[src/source/tomasulo_cfg.svh]
`ifndef TOMASULO_CFG_SVH
`define TOMASULO_CFG_SVH

// Tag and register widths are fixed by the instruction format
`define TAG_W     6
`define NUM_TAGS  64
`define REG_W     5
`define NUM_REGS  32
`define DATA_W    32
`define IMM_W     16

// Primary opcodes, instruction bits 31:26
`define OP_RTYPE  6'b000000
`define OP_LW     6'b100011
`define OP_SW     6'b101011
`define OP_BEQ    6'b000100
`define OP_J      6'b000010
`define OP_ADDI   6'b001000

// R-type function codes, instruction bits 5:0
`define FN_ADD    6'h20
`define FN_SUB    6'h22
`define FN_AND    6'h24
`define FN_OR     6'h25
`define FN_SLT    6'h2a
`define FN_MULT   6'h18
`define FN_DIV    6'h1a

`endif
[src/source/tomasulo_pkg.sv]
`include "tomasulo_cfg.svh"

package tomasulo_pkg;

   typedef logic [`TAG_W-1:0] tag_t;

   // Operation codes seen by the integer queue
   typedef enum logic [2:0] {
      INT_ADD,
      INT_SUB,
      INT_AND,
      INT_OR,
      INT_SLT,
      INT_ADDI
   } int_op_e;

   typedef enum logic {
      LS_LOAD,
      LS_STORE
   } ls_op_e;

   // Target execution queue
   typedef enum logic [1:0] {
      Q_LS,
      Q_INT,
      Q_MULT,
      Q_DIV
   } queue_sel_e;

   typedef enum logic {
      ST_RUN,
      ST_BRANCH_WAIT
   } disp_state_e;

   // Payload shared by all four execution queues
   typedef struct packed {
      logic [`IMM_W-1:0]  imm;
      tag_t               rd_tag;
      tag_t               rs_tag;
      tag_t               rt_tag;
      logic [`DATA_W-1:0] rs_data;
      logic [`DATA_W-1:0] rt_data;
      logic               rs_valid;
      logic               rt_valid;
      ls_op_e             ls_op;
      int_op_e            int_op;
   } issue_t;

   // Common data bus, branch words carry the outcome instead of a tag
   typedef struct packed {
      logic               valid;
      tag_t               tag;
      logic [`DATA_W-1:0] data;
      logic               branch;
      logic               branch_taken;
   } cdb_t;

   typedef struct packed {
      logic               valid;
      logic [`DATA_W-1:0] addr;
   } redirect_t;

   // Status table lookup for one source register
   typedef struct packed {
      tag_t tag;
      logic busy;
   } operand_t;

endpackage

[src/source/dispatch_unit.sv]
`include "tomasulo_cfg.svh"

module dispatch_unit import tomasulo_pkg::*; (
   input  logic               clk,
   input  logic               rst,
   input  logic [31:0]        ifq_inst,
   input  logic [31:0]        ifq_pc_plus4,
   input  logic               ifq_empty,
   output logic               ifq_ren,
   output redirect_t          redirect,
   output issue_t             issue,
   output logic               ls_en,
   output logic               int_en,
   output logic               mult_en,
   output logic               div_en,
   input  logic               ls_ready,
   input  logic               int_ready,
   input  logic               mult_ready,
   input  logic               div_ready,
   input  cdb_t               cdb,
   input  logic [`REG_W-1:0]  debug_addr,
   output logic [`DATA_W-1:0] debug_data
);

   logic [`REG_W-1:0]    rs_addr;
   logic [`REG_W-1:0]    rt_addr;
   logic [`REG_W-1:0]    rd_addr;
   logic [`DATA_W-1:0]   rs_data;
   logic [`DATA_W-1:0]   rt_data;
   operand_t             rs_status;
   operand_t             rt_status;
   tag_t                 free_tag;
   logic                 tag_empty;
   logic                 alloc;
   // Status table tells the regfile which registers take the CDB result
   logic [`NUM_REGS-1:0] wen_onehot;

   dispatch_ctrl u_ctrl (
      .clk         (clk),
      .rst         (rst),
      .ifq_inst    (ifq_inst),
      .ifq_pc_plus4(ifq_pc_plus4),
      .ifq_empty   (ifq_empty),
      .ifq_ren     (ifq_ren),
      .redirect    (redirect),
      .rs_addr     (rs_addr),
      .rt_addr     (rt_addr),
      .rd_addr     (rd_addr),
      .rs_data     (rs_data),
      .rt_data     (rt_data),
      .rs_status   (rs_status),
      .rt_status   (rt_status),
      .free_tag    (free_tag),
      .tag_empty   (tag_empty),
      .alloc       (alloc),
      .cdb         (cdb),
      .issue       (issue),
      .ls_en       (ls_en),
      .int_en      (int_en),
      .mult_en     (mult_en),
      .div_en      (div_en),
      .ls_ready    (ls_ready),
      .int_ready   (int_ready),
      .mult_ready  (mult_ready),
      .div_ready   (div_ready)
   );

   regfile u_regfile (
      .clk       (clk),
      .rst       (rst),
      .rs_addr   (rs_addr),
      .rt_addr   (rt_addr),
      .debug_addr(debug_addr),
      .rs_data   (rs_data),
      .rt_data   (rt_data),
      .debug_data(debug_data),
      .wen_onehot(wen_onehot),
      .cdb       (cdb)
   );

   reg_status_table u_status (
      .clk       (clk),
      .rst       (rst),
      .rs_addr   (rs_addr),
      .rt_addr   (rt_addr),
      .rd_addr   (rd_addr),
      .alloc     (alloc),
      .free_tag  (free_tag),
      .cdb       (cdb),
      .rs_status (rs_status),
      .rt_status (rt_status),
      .wen_onehot(wen_onehot)
   );

   tag_fifo u_tag_fifo (
      .clk      (clk),
      .rst      (rst),
      .alloc    (alloc),
      .free_tag (free_tag),
      .tag_empty(tag_empty),
      .cdb      (cdb)
   );

endmodule

[src/source/dispatch_ctrl.sv]
`include "tomasulo_cfg.svh"

module dispatch_ctrl import tomasulo_pkg::*; (
   input  logic               clk,
   input  logic               rst,
   input  logic [31:0]        ifq_inst,
   input  logic [31:0]        ifq_pc_plus4,
   input  logic               ifq_empty,
   output logic               ifq_ren,
   output redirect_t          redirect,
   output logic [`REG_W-1:0]  rs_addr,
   output logic [`REG_W-1:0]  rt_addr,
   output logic [`REG_W-1:0]  rd_addr,
   input  logic [31:0]        rs_data,
   input  logic [31:0]        rt_data,
   input  operand_t           rs_status,
   input  operand_t           rt_status,
   input  tag_t               free_tag,
   input  logic               tag_empty,
   output logic               alloc,
   input  cdb_t               cdb,
   output issue_t             issue,
   output logic               ls_en,
   output logic               int_en,
   output logic               mult_en,
   output logic               div_en,
   input  logic               ls_ready,
   input  logic               int_ready,
   input  logic               mult_ready,
   input  logic               div_ready
);

   logic [5:0]         opcode;
   logic [5:0]         funct;
   logic [`IMM_W-1:0]  imm;
   logic [25:0]        jaddr;
   queue_sel_e         q_sel;
   int_op_e            int_op;
   ls_op_e             ls_op;
   logic               to_queue;
   logic               has_dest;
   logic               is_beq;
   logic               is_jump;
   logic               needs_tag;
   logic               q_ready;
   logic               fire;
   logic               cdb_result;
   logic               rs_hit;
   logic               rt_hit;
   logic               rs_ok;
   logic               rt_ok;
   logic               branch_done;
   issue_t             payload;
   disp_state_e        state;
   logic               redir_valid;
   logic [`DATA_W-1:0] redir_addr;
   logic [`DATA_W-1:0] jump_target;
   logic [`DATA_W-1:0] branch_target;
   logic [`DATA_W-1:0] br_target_r;

   // R and I formats share the rs and rt fields
   assign opcode  = ifq_inst[31:26];
   assign rs_addr = ifq_inst[25:21];
   assign rt_addr = ifq_inst[20:16];
   assign funct   = ifq_inst[5:0];
   assign imm     = ifq_inst[15:0];
   assign jaddr   = ifq_inst[25:0];

   // Jump field is added unscaled
   assign jump_target   = ifq_pc_plus4 + {{6{jaddr[25]}}, jaddr};
   // Branch offset counts words
   assign branch_target = ifq_pc_plus4 + {{14{imm[15]}}, imm, 2'b00};

   always_comb begin
      q_sel    = Q_INT;
      int_op   = INT_ADD;
      ls_op    = LS_LOAD;
      to_queue = 1'b0;
      has_dest = 1'b0;
      rd_addr  = ifq_inst[20:16];
      is_beq   = 1'b0;
      is_jump  = 1'b0;
      case (opcode)
         `OP_RTYPE: begin
            to_queue = 1'b1;
            has_dest = 1'b1;
            rd_addr  = ifq_inst[15:11];
            case (funct)
               `FN_ADD:  int_op = INT_ADD;
               `FN_SUB:  int_op = INT_SUB;
               `FN_AND:  int_op = INT_AND;
               `FN_OR:   int_op = INT_OR;
               `FN_SLT:  int_op = INT_SLT;
               `FN_MULT: q_sel  = Q_MULT;
               `FN_DIV:  q_sel  = Q_DIV;
               default: begin
                  // Unknown function code is consumed without issue
                  to_queue = 1'b0;
                  has_dest = 1'b0;
               end
            endcase
         end
         `OP_ADDI: begin
            to_queue = 1'b1;
            has_dest = 1'b1;
            int_op   = INT_ADDI;
         end
         `OP_LW: begin
            to_queue = 1'b1;
            has_dest = 1'b1;
            q_sel    = Q_LS;
         end
         `OP_SW: begin
            to_queue = 1'b1;
            q_sel    = Q_LS;
            ls_op    = LS_STORE;
         end
         `OP_BEQ: is_beq  = 1'b1;
         `OP_J:   is_jump = 1'b1;
         default: ;
      endcase
   end

   // Writes to the hardwired register 0 never take a tag
   assign needs_tag = has_dest && (rd_addr != '0);

   always_comb begin
      case (q_sel)
         Q_LS:    q_ready = ls_ready;
         Q_INT:   q_ready = int_ready;
         Q_MULT:  q_ready = mult_ready;
         default: q_ready = div_ready;
      endcase
   end

   // Hold fetch in reset, while waiting on a branch and while a redirect is in flight
   assign ifq_ren = !rst && (state == ST_RUN) && !redir_valid &&
                    (!to_queue || q_ready) && (!needs_tag || !tag_empty);
   assign fire    = ifq_ren && !ifq_empty;
   assign alloc   = fire && needs_tag;

   // Same-cycle CDB result bypasses the regfile read
   assign cdb_result  = cdb.valid && !cdb.branch;
   assign branch_done = cdb.valid && cdb.branch;
   assign rs_hit = rs_status.busy && cdb_result && (cdb.tag == rs_status.tag);
   assign rt_hit = rt_status.busy && cdb_result && (cdb.tag == rt_status.tag);
   assign rs_ok  = !rs_status.busy || rs_hit;
   assign rt_ok  = !rt_status.busy || rt_hit;

   always_comb begin
      payload          = '0;
      payload.imm      = imm;
      payload.rd_tag   = needs_tag ? free_tag : '0;
      // Tag only meaningful while the operand is still pending
      payload.rs_tag   = rs_ok ? '0 : rs_status.tag;
      payload.rt_tag   = rt_ok ? '0 : rt_status.tag;
      payload.rs_data  = rs_hit ? cdb.data : rs_data;
      payload.rt_data  = rt_hit ? cdb.data : rt_data;
      payload.rs_valid = rs_ok;
      payload.rt_valid = rt_ok;
      payload.ls_op    = ls_op;
      payload.int_op   = int_op;
   end

   always_ff @(posedge clk) begin
      if (rst) begin
         state       <= ST_RUN;
         redir_valid <= 1'b0;
         ls_en       <= 1'b0;
         int_en      <= 1'b0;
         mult_en     <= 1'b0;
         div_en      <= 1'b0;
      end else begin
         ls_en       <= fire && to_queue && (q_sel == Q_LS);
         int_en      <= fire && to_queue && (q_sel == Q_INT);
         mult_en     <= fire && to_queue && (q_sel == Q_MULT);
         div_en      <= fire && to_queue && (q_sel == Q_DIV);
         redir_valid <= fire && is_jump;
         case (state)
            ST_RUN: begin
               if (fire && is_beq) state <= ST_BRANCH_WAIT;
            end
            default: begin
               // Outcome word ends the wait and redirects only when taken
               if (branch_done) begin
                  state       <= ST_RUN;
                  redir_valid <= cdb.branch_taken;
               end
            end
         endcase
      end
   end

   always_ff @(posedge clk) begin
      if (fire && to_queue) issue <= payload;
      if (fire && is_beq) br_target_r <= branch_target;
      if (fire && is_jump) redir_addr <= jump_target;
      else if (state == ST_BRANCH_WAIT) redir_addr <= br_target_r;
   end

   assign redirect = '{valid: redir_valid, addr: redir_addr};

   a_one_enable: assert property (@(posedge clk) disable iff (rst)
      $onehot0({ls_en, int_en, mult_en, div_en}));

   // Pop of an empty free list would hand out a stale tag
   a_alloc_has_tag: assert property (@(posedge clk) disable iff (rst)
      alloc |-> !tag_empty);

endmodule

[src/source/tag_fifo.sv]
`include "tomasulo_cfg.svh"

module tag_fifo import tomasulo_pkg::*; (
   input  logic clk,
   input  logic rst,
   input  logic alloc,
   output tag_t free_tag,
   output logic tag_empty,
   input  cdb_t cdb
);

   tag_t            mem [`NUM_TAGS];
   // Pointers are tag wide and wrap at the ring size
   tag_t            rd_ptr;
   tag_t            wr_ptr;
   logic [`TAG_W:0] count;
   logic            push;

   // Every finished result frees its tag, branch words hold none
   assign push = cdb.valid && !cdb.branch;

   always_ff @(posedge clk) begin
      if (rst) begin
         rd_ptr <= '0;
         wr_ptr <= '0;
         count  <= `NUM_TAGS;
         // All tags start free, handed out in ascending order
         for (int i = 0; i < `NUM_TAGS; i++) begin
            mem[i] <= tag_t'(i);
         end
      end else begin
         if (push) begin
            mem[wr_ptr] <= cdb.tag;
            wr_ptr      <= wr_ptr + 1'b1;
         end
         if (alloc) rd_ptr <= rd_ptr + 1'b1;
         case ({push, alloc})
            2'b10:   count <= count + 1'b1;
            2'b01:   count <= count - 1'b1;
            default: count <= count;
         endcase
      end
   end

   assign free_tag  = mem[rd_ptr];
   assign tag_empty = (count == '0);

   // A return into a full ring means a tag was freed twice
   a_no_push_full: assert property (@(posedge clk) disable iff (rst)
      push |-> (count != `NUM_TAGS));

endmodule

[src/source/reg_status_table.sv]
`include "tomasulo_cfg.svh"

module reg_status_table import tomasulo_pkg::*; (
   input  logic                 clk,
   input  logic                 rst,
   input  logic [`REG_W-1:0]    rs_addr,
   input  logic [`REG_W-1:0]    rt_addr,
   input  logic [`REG_W-1:0]    rd_addr,
   input  logic                 alloc,
   input  tag_t                 free_tag,
   input  cdb_t                 cdb,
   output operand_t             rs_status,
   output operand_t             rt_status,
   output logic [`NUM_REGS-1:0] wen_onehot
);

   tag_t                 tags [`NUM_REGS];
   logic [`NUM_REGS-1:0] busy;
   logic [`NUM_REGS-1:0] match;
   logic [`NUM_REGS-1:0] alloc_hit;
   logic                 cdb_result;

   // Branch outcome words carry no result tag
   assign cdb_result = cdb.valid && !cdb.branch;

   always_comb begin
      for (int i = 0; i < `NUM_REGS; i++) begin
         match[i]     = busy[i] && cdb_result && (tags[i] == cdb.tag);
         alloc_hit[i] = alloc && (rd_addr == `REG_W'(i));
      end
   end

   // A register renamed this cycle drops the old producer's result
   assign wen_onehot = match & ~alloc_hit;

   always_ff @(posedge clk) begin
      if (rst) begin
         busy <= '0;
      end else begin
         for (int i = 0; i < `NUM_REGS; i++) begin
            if (alloc_hit[i]) busy[i] <= 1'b1;
            else if (match[i]) busy[i] <= 1'b0;
         end
      end
   end

   always_ff @(posedge clk) begin
      if (alloc) tags[rd_addr] <= free_tag;
   end

   // Lookups see the state before this cycle's update
   assign rs_status = '{tag: tags[rs_addr], busy: busy[rs_addr]};
   assign rt_status = '{tag: tags[rt_addr], busy: busy[rt_addr]};

endmodule

[src/source/regfile.sv]
`include "tomasulo_cfg.svh"

module regfile import tomasulo_pkg::*; (
   input  logic                 clk,
   input  logic                 rst,
   input  logic [`REG_W-1:0]    rs_addr,
   input  logic [`REG_W-1:0]    rt_addr,
   input  logic [`REG_W-1:0]    debug_addr,
   output logic [`DATA_W-1:0]   rs_data,
   output logic [`DATA_W-1:0]   rt_data,
   output logic [`DATA_W-1:0]   debug_data,
   input  logic [`NUM_REGS-1:0] wen_onehot,
   input  cdb_t                 cdb
);

   logic [`DATA_W-1:0] regs [`NUM_REGS];

   // Several registers may wait on the same tag, all take the CDB data
   always_ff @(posedge clk) begin
      if (rst) begin
         for (int i = 0; i < `NUM_REGS; i++) begin
            regs[i] <= '0;
         end
      end else begin
         // Register 0 stays zero
         for (int i = 1; i < `NUM_REGS; i++) begin
            if (wen_onehot[i]) regs[i] <= cdb.data;
         end
      end
   end

   assign rs_data    = regs[rs_addr];
   assign rt_data    = regs[rt_addr];
   assign debug_data = regs[debug_addr];

   a_no_r0_write: assert property (@(posedge clk) disable iff (rst)
      !wen_onehot[0]);

endmodule

[config.mk]
export PLATFORM = sky130hd
export DESIGN_NAME = dispatch_unit
export DESIGN_NICKNAME = d
export VERILOG_FILES = /design/src/source/tomasulo_pkg.sv /design/src/source/dispatch_unit.sv /design/src/source/dispatch_ctrl.sv /design/src/source/tag_fifo.sv /design/src/source/reg_status_table.sv /design/src/source/regfile.sv
export VERILOG_INCLUDE_DIRS = /design/src /design/src/source
export SDC_FILE = /design/constraint.sdc
export NUM_CORES = 2
export LEC_CHECK = 0
export BUFFER_PORTS_ARGS = -buffer_cell sky130_fd_sc_hd__buf_2
export CAP_MARGIN = 5
export CORE_MARGIN = 2
export CORE_UTILIZATION = 50
export DETAILED_ROUTE_END_ITERATION = 8
export PLACE_DENSITY = 0.66
export SYNTH_ARGS = -nofsm -noshare
export SYNTH_HDL_FRONTEND = slang
export SYNTH_SLANG_ARGS = --single-unit
[constraint.sdc]
create_clock -name clk -period 9.97 [get_ports clk]
set_input_delay 0 -clock clk [delete_from_list [all_inputs] [get_ports clk]]
set_output_delay 0 -clock clk [all_outputs]
set_load 0.1 [all_outputs]
## Yosys cells after proc, flatten, opt, wreduce, memory -nomap -nowiden

Memory sizes are Yosys's and may differ from the RTL's. A register that Yosys moved wholly into a read port is not among the register bits.
Cells that the tools add are included.

| cells by class | value |
|---|---|
| muxes and demuxes | 226 |
| $lt $le $gt $ge | 2 |
| equal/unequal tests | 82 |
| reduce and logical (&&, ||, !) cells | 173 |
| add/sub/neg operators | 6 |
| bitwise gates (word level) | 34 |

Operator list:

| operator | count |
|---|---|
| 32-bit 2-to-1 mux | 35 |
| 6-bit == test | 34 |
| 1-bit 2-to-1 mux | 176 |
| 1-bit logical AND | 116 |
| 5-bit == test (second input constant) | 16 |
| 2-bit nonzero test | 34 |
| 32-bit adder | 2 |
| 6-bit == test (second input constant) | 7 |
| 5-bit by 4-bit == test with 1-bit output (second input constant) | 8 |
| 32-bit AND | 1 |
| 32-bit NOT | 1 |
| 1-bit OR | 31 |
| 6-bit 2-to-1 mux | 4 |
| 5-bit by 3-bit == test with 1-bit output (second input constant) | 4 |
| 7-bit case mux with 2 select lines | 1 |
| 6-bit by 1-bit adder with 6-bit output (second input constant) | 2 |
| 6-bit by 5-bit == test with 1-bit output (second input constant) | 2 |
| 5-bit by 6-bit less-than comparator with 1-bit output (second input constant) | 2 |
| 3-bit case mux with 4 select lines | 1 |
| 1-bit binary-select mux with 5-bit select | 2 |
| 5-bit by 2-bit == test with 1-bit output (second input constant) | 2 |
| 1-bit zero test | 9 |
| 2-bit case mux with 2 select lines | 2 |
| 7-bit by 1-bit adder with 7-bit output (second input constant) | 1 |
| 22 further kinds | 30 |

| word-level totals | value |
|---|---|
| input bits | 117 |
| memories kept | 3 |
| output and inout port bits | 174 |
| bits in registers | 225 |
| bits in writable memories | 1600 |

Memories:

| memory | words | bits a word | rd ports | clocked after memory_dff | wr ports | line | RTL |
|---|---|---|---|---|---|---|---|
| u_regfile.regs | 32 | 32 | 3 | 0 | 32 | regfile.sv:16 | `` logic [`DATA_W-1:0] regs [`NUM_REGS]; `` |
| u_tag_fifo.mem | 64 | 6 | 1 | 1 | 64 | tag_fifo.sv:12 | `` tag_t mem [`NUM_TAGS]; `` |
| u_status.tags | 32 | 6 | 34 | 0 | 1 | reg_status_table.sv:17 | `` tag_t tags [`NUM_REGS]; `` |

## Depth between registers and ports, before layout

| depth | value |
|---|---|
| word-level depth | 17 |
| gate-level depth with buffers | 20 |
| depth with buffers taken out | 17 |

## Modules after synthesis

A second synthesis with hierarchy kept.

| second synthesis, totals | value |
|---|---|
| cells, all modules | 6945 |
| area, all modules | 100271.2 um^2 |

By module, submodules not included:

| module | sequential area each (um^2) | cells each | times used | area each (um^2) |
|---|---|---|---|---|
| regfile | 29788.6 | 3753 | 1 | 58158.3 |
| tag_fifo | 12031.5 | 1445 | 1 | 19002.0 |
| reg_status_table | 6406.1 | 872 | 1 | 12897.4 |
| dispatch_ctrl | 5165.0 | 875 | 1 | 10213.5 |

## Least setup slack after synthesis

OpenSTA, ideal clock, no wires.

| timing | value |
|---|---|
| path type | input port to flip-flop |
| from | in ifq_inst[29] |
| to | reg, netlist name u_ctrl.issue[0] |
| slack | 5.106 ns |
| stages | 7 |
| data arrival time | 4.389 ns |
| path through | nor4_1 nand2_1 nor2_1 mux2_2 a2111o_1 a211oi_1 and2_1 |

| on the way | value |
|---|---|
| word-level cells in the longest chain between the ends | 10 |

RTL lines:

| what | line | RTL |
|---|---|---|
| from (decl) | dispatch_unit.sv:6 | `input logic [31:0] ifq_inst,` |
| 6-bit == test | dispatch_ctrl.sv:83 | `case (opcode)` |
| 2-bit OR reduction (no source line) | - |  |
| 2-bit case mux with 2 select lines | dispatch_ctrl.sv:83 |  |
| 2-bit == test (tied with other cells) | dispatch_ctrl.sv:128 | `case (q_sel)` |
| 1-bit case mux with 3 select lines | dispatch_ctrl.sv:128 |  |
| 1-bit logical OR | dispatch_ctrl.sv:138 | `(!to_queue \|\| q_ready) && (!needs_tag \|\| !tag_empty);` |
| 1-bit logical AND | dispatch_ctrl.sv:137 | `assign ifq_ren = !rst && (state == ST_RUN) && !redir_valid &&` |
| 1-bit logical AND | dispatch_ctrl.sv:138 |  |
| 1-bit logical AND | dispatch_ctrl.sv:139 | `assign fire = ifq_ren && !ifq_empty;` |
| 1-bit logical AND * | dispatch_ctrl.sv:195 | `if (fire && to_queue) issue <= payload;` |

Every way passes the cells marked *; elsewhere a longest branch is shown, timed or not.
A chain may end at the register's enable or synchronous reset.

## Worst setup path after layout

| timing | value |
|---|---|
| from | in ifq_inst[28] |
| to | reg u_tag_fifo.count[6] |

| on the way | value |
|---|---|
| word-level cells in the longest chain between the ends | 12 |

RTL lines:

| what | line | RTL |
|---|---|---|
| 6-bit == test | dispatch_ctrl.sv:83 |  |
| 2-bit OR reduction (no source line) | - |  |
| 2-bit case mux with 2 select lines | dispatch_ctrl.sv:83 |  |
| 2-bit == test (tied with other cells) | dispatch_ctrl.sv:128 |  |
| 1-bit case mux with 3 select lines | dispatch_ctrl.sv:128 |  |
| 1-bit logical OR | dispatch_ctrl.sv:138 |  |
| 1-bit logical AND | dispatch_ctrl.sv:137 |  |
| 1-bit logical AND | dispatch_ctrl.sv:138 |  |
| 1-bit logical AND | dispatch_ctrl.sv:139 |  |
| 1-bit logical AND * | dispatch_ctrl.sv:140 | `assign alloc = fire && needs_tag;` |
| net alloc | dispatch_unit.sv:34 | `logic alloc;` |
| 2-bit by 1-bit == test with 1-bit output or 2-bit == test (tied branches) | tag_fifo.sv:37 | `case ({push, alloc})` |
| 7-bit case mux with 2 select lines or 2-bit nonzero test (tied branches) | - |  |
| to (signal assigned) | tag_fifo.sv:38 | `2'b10: count <= count + 1'b1;` |
| to (signal assigned) | tag_fifo.sv:39 | `2'b01: count <= count - 1'b1;` |
| to (signal assigned) | tag_fifo.sv:40 | `default: count <= count;` |
| to (decl) | tag_fifo.sv:16 | `` logic [`TAG_W:0] count; `` |

The timed path passes the listed nets; every way through them passes the cells marked *.

==> impl_metrics.csv <==
group,metric,value,unit
outcome,status,"finished, final reports clean",
critical_path,worstPathCellList,"dlygate4sd3_1 > buf_2 > nor4_1 > nand2_1 > dlygate4sd3_1 > buf_4 > nor2_1 > mux2_2 > a2111o_1 > nor4b_4 > ha_1 > xor2_1 > ha_1 > a21oi_1 > o21ai_0 > a221oi_1 > nand2b_1 > a211o_1 > a21oi_1 > xnor2_1 > nand2b_1",
global_routing,grt_overflow,0,
critical_path,crit_path_max_fanout,20,
synth,synthXorXnorAreaFrac,2.397,%
synth,synth_cells,6245,
route,finalWirelength,312200,um
global_routing,grt_pass1_vias,62250,
synth,synth-compound-area-share,2.999,%
die,die_y,446.6,um
synth,synthMuxAreaShare,28.89,%
global_routing,antenna_found_initial,15,
power_and_ir_drop,power_frac_seq,47.2,%
sta,fin_crit_sh,57.18,%
clock_network,clock_sinks,1799,
power_and_ir_drop,p_clk_share,39.5,%
critical_path,cp-end-kind,"register",
synth,yosysSeqAreaShare,54.52,%
sta,period_minus_slack,5.701,ns
finish,nNetsFinal,6617,
sta,slew_viol_final,0,
synth,synth_async_sr_flop_share,0,%
route,viasPerCell,6.873,
sta,setup_violations,0,
sta,rsz0062_at_grt,"false",
synth,synthAdderAreaFrac,0.8713,%
die,num_rows,162,
synth,ys_types,80,
global_routing,grt_max_degree,115,
clock_network,insertion_delay,0.89,ns
sta,slew_headroom,11.35,%
synth,synth_flop_cell,"edfxtp_1",
die,die-area,199400,sq um
sta,tns,0,ns
clock_network,clk_path_buf_depth,3,
route,wl_per_cell,33.82,um
critical_path,cp_num_buf_inv,4,
finish,drive_gt1_share,33.59,%
critical_path,critPathMaxStageDelay,0.62,ns
route,vias,63440,
synth,yosys.area_share.simple,7.546,%
clock_network,post-cts-setup-buffer-count,0,
synth,synth_top_cell_area_share,53.23,%
synth,syn_area,97930,sq um
critical_path,crit_family,"compound AO/OA/AOI/OAI gates",
route,first_pass_iters,8,
clock_network,htreeDepth,4,
power_and_ir_drop,combinationalPowerShare,13.3,%
route,drt_iter0_drc,8899,
sta,skew,0.08970,ns
route,drc,0,
power_and_ir_drop,finalPower,18.60,mW
synth,ys_warn_count,0,
run,max_cap_violations,0,
sta,worst_slew_pin_slew,1.330,ns
critical_path,crit_arrival,6.47,ns
critical_path,required,10.74,ns
placed_design,port_buffers,290,
clock_network,cts_made_buffers,193,
min_path,hold_class,"in -> reg",
die,start_util,50.28,%
sta,fmax,0.1754,GHz
power_and_ir_drop,p_switching,4.749,mW
placed_design,dpl_worst_slack,4.552,ns
critical_path,critPathLaunchType,"input port",
die,fp.dieW,446.6,um
synth,synth_edf_count,1736,
power_and_ir_drop,p_sw_share,25.54,%
clock_network,path_clk_slew,0.06,ns
power_and_ir_drop,vdd_drop_max,0.0001569,V
finish,fin_util,56.37,%
die,fp.coreArea,194800,sq um
clock_network,cts_tree,"built",
power_and_ir_drop,p_per_area,169.3,nW/um^2
sta,hold_slack,0.04379,ns
critical_path,critPathSlowestCell,"ha_1",
synth,synth_top_family_by_area,"multiplexers",
synth,ys_seq_elements,1799,
global_routing,grt_use_total,31.24,%
finish,area_delta_synth_final,12.12,%
die,num_io_pins,291,
power_and_ir_drop,leakage,36.56,nW
clock_network,cts-root-buf,"clkbuf_16",
route,drtAntennaViolNets,0,
synth,synth_top_cell_by_area,"edfxtp_1",
critical_path,worst-setup-path-type,"in -> reg",
sta,fin_ws,4.269,ns
placed_design,dp_hpwl,189300,um
power_and_ir_drop,p_int,13.85,mW
placed_design,routabilityCongestion,0.9077,
global_routing,grt_pass1_wl,447400,um
synth,ys_top_cells_by_area,"edfxtp_1 53%, mux4_2 26%, mux2_2 3.0%",
sta,finalHoldViolCount,0,
synth,synth_area_per_cell,15.68,sq um
-- per-layer routing --
metal / GRT usage, % / vias up / routed length [um]
met4: 13.96 / 6 / 15550
met2: 49.69 / 4159 / 149200
met5: 0 / - / 34
met3: 5.572 / 688 / 32400
met1: 42.38 / 33240 / 115000
li1: - / 25340 / -
-- logic make-up after synthesis --
| group | Yosys count |
|---|---|
| adders and majority gates | 67 |
| and+or+nand+nor | 1615 |
| other | 1 |
| buffers and inverters | 669 |
| muxes | 1401 |
| DFF | 1799 |
| xor gates and xnor gates | 268 |
| AOI/OAI and AO/OA | 425 |
-- cells in the mapped netlist (4+ instances only) --
cell type,instances
a2111oi_0,4
a211oi_1,11
a21o_1,30
a21oi_1,81
a221oi_1,5
a22o_1,95
a2bb2oi_1,4
a31oi_1,15
and2_1,33
and3_1,31
buf_1,116
buf_2,111
buf_4,11
buf_6,4
clkbuf_1,352
dfxtp_1,63
edfxtp_1,1736
ha_1,65
inv_1,73
mux2_2,259
mux2i_1,26
mux4_2,1113
nand2_1,243
nand2b_1,98
nand3_1,78
nand4_1,20
nor2_1,747
nor2b_1,28
nor3_1,184
nor3b_1,17
nor4_1,31
o211ai_1,4
o21a_1,13
o21ai_0,81
o21ai_1,10
o21bai_1,21
o22a_1,7
o22ai_1,5
o31ai_1,7
or2_2,48
or3_1,37
or4_1,4
xnor2_1,95
xor2_1,173
-- through the flow --
step	instances	instance area, sq um
floorplan	6250	97950
finish	9230	109800
global route	9229	109800
detailed placement	8706	101800
CTS	9221	109800
global placement	8706	101800
-- power by group through the flow --
| stage | Clock, mW | Combinational [mW] | Sequential (mW) |
|---|---|---|---|
| 4_1_cts | 7.39 | 2.46 | 8.76 |
| 3_3_place_gp | 0 | 2.37 | 8.89 |
| 3_5_place_dp | 0 | 2.39 | 8.92 |
| 6_report | 7.34 | 2.48 | 8.77 |
| 2_1_floorplan | 0 | 1.68 | 8.87 |
| 5_1_grt | 7.67 | 2.57 | 8.80 |
-- cells in the final DEF (no fill, tap or decap), types with 13 or more instances in the layout --
cell type,n
bufinv_16,22
nand2b_1,80
o21a_1,13
ha_1,65
dlygate4sd3_1,156
dfxtp_1,60
a22o_1,95
buf_2,275
mux4_2,1113
clkinv_2,48
clkbuf_16,195
clkbuf_1,37
o21ai_0,81
nand2b_2,17
and2_1,32
clkinv_1,31
or3_1,37
a21o_1,30
nand2_1,243
or2_2,48
and3_1,31
buf_4,136
nor2_1,736
mux2_2,259
nor3_1,184
nand3_1,78
nor2b_1,24
edfxtp_1,1736
nor4_1,30
nand4_1,20
inv_1,68
nor3b_1,17
a31oi_1,15
mux2i_1,26
xnor2_1,95
xor2_1,173
o21bai_4,13
a21oi_1,81
-- registers in the layout (all words and copies together) (netlist names), named ones only --
| signal | flops |
|---|---|
| u_regfile.regs | 992 |
| u_tag_fifo.mem | 384 |
| u_status.tags | 192 |
| u_ctrl.issue | 104 |
| u_ctrl.br_target_r | 32 |
| u_ctrl.redir_addr | 32 |
| u_status.busy | 32 |
| u_tag_fifo.count | 7 |
| u_tag_fifo.rd_ptr | 6 |
| u_tag_fifo.wr_ptr | 6 |
| u_ctrl.div_en | 1 |
| u_ctrl.int_en | 1 |
| u_ctrl.ls_en | 1 |
| u_ctrl.mult_en | 1 |
| u_ctrl.redir_valid | 1 |
| u_ctrl.state | 1 |
-- layout make-up --
| class | count | area [sq um] |
|---|---|---|
| Fill cell | 15020 | 84980 |
| Sequential cell | 1799 | 53400 |
| Multi-Input combinational cell | 3782 | 42240 |
| Clock buffer | 235 | 5060 |
| Timing Repair Buffer | 582 | 4188 |
| Tap cell | 2624 | 3283 |
| Clock inverter | 124 | 1326 |
| Inverter | 75 | 287.8 |
| Antenna cell | 9 | 22.52 |
-- worst register-to-register path, stage by stage (launching register included) --
cell and delay, ns:
dfxtp_1 0.36, or4_1 0.53, nor4_1 0.77, nor4b_4 0.16, ha_1 0.47, xor2_1 0.23, ha_1 0.21, a21oi_1 0.24
o21ai_0 0.15, a221oi_1 0.46, nand2b_1 0.11, a211o_1 0.30, a21oi_1 0.17, xnor2_1 0.14, nand2b_1 0.06
-- timing repair --
| action | in CTS | in global routing |
|---|---|---|
| resized for setup | 0 | 0 |
| hold buffers | 156 | 0 |
| setup endpoints to repair | 0 | 0 |
| endpoints found under the hold margin | 544 | 0 |
-- path summary, 6_finish.rpt --
check	start	end	slack, ns	cells after the start
max	ifq_inst[28]	u_tag_fifo.count[6]	4.27	21
min	cdb[23]	u_ctrl.issue[27]	0.04	3
max reg2reg	u_tag_fifo.count[2]	u_tag_fifo.count[6]	5.51	14
min reg2reg	u_tag_fifo.count[6]	u_tag_fifo.count[6]	0.51	2
No activity file was read; power rests on OpenSTA's default activity.
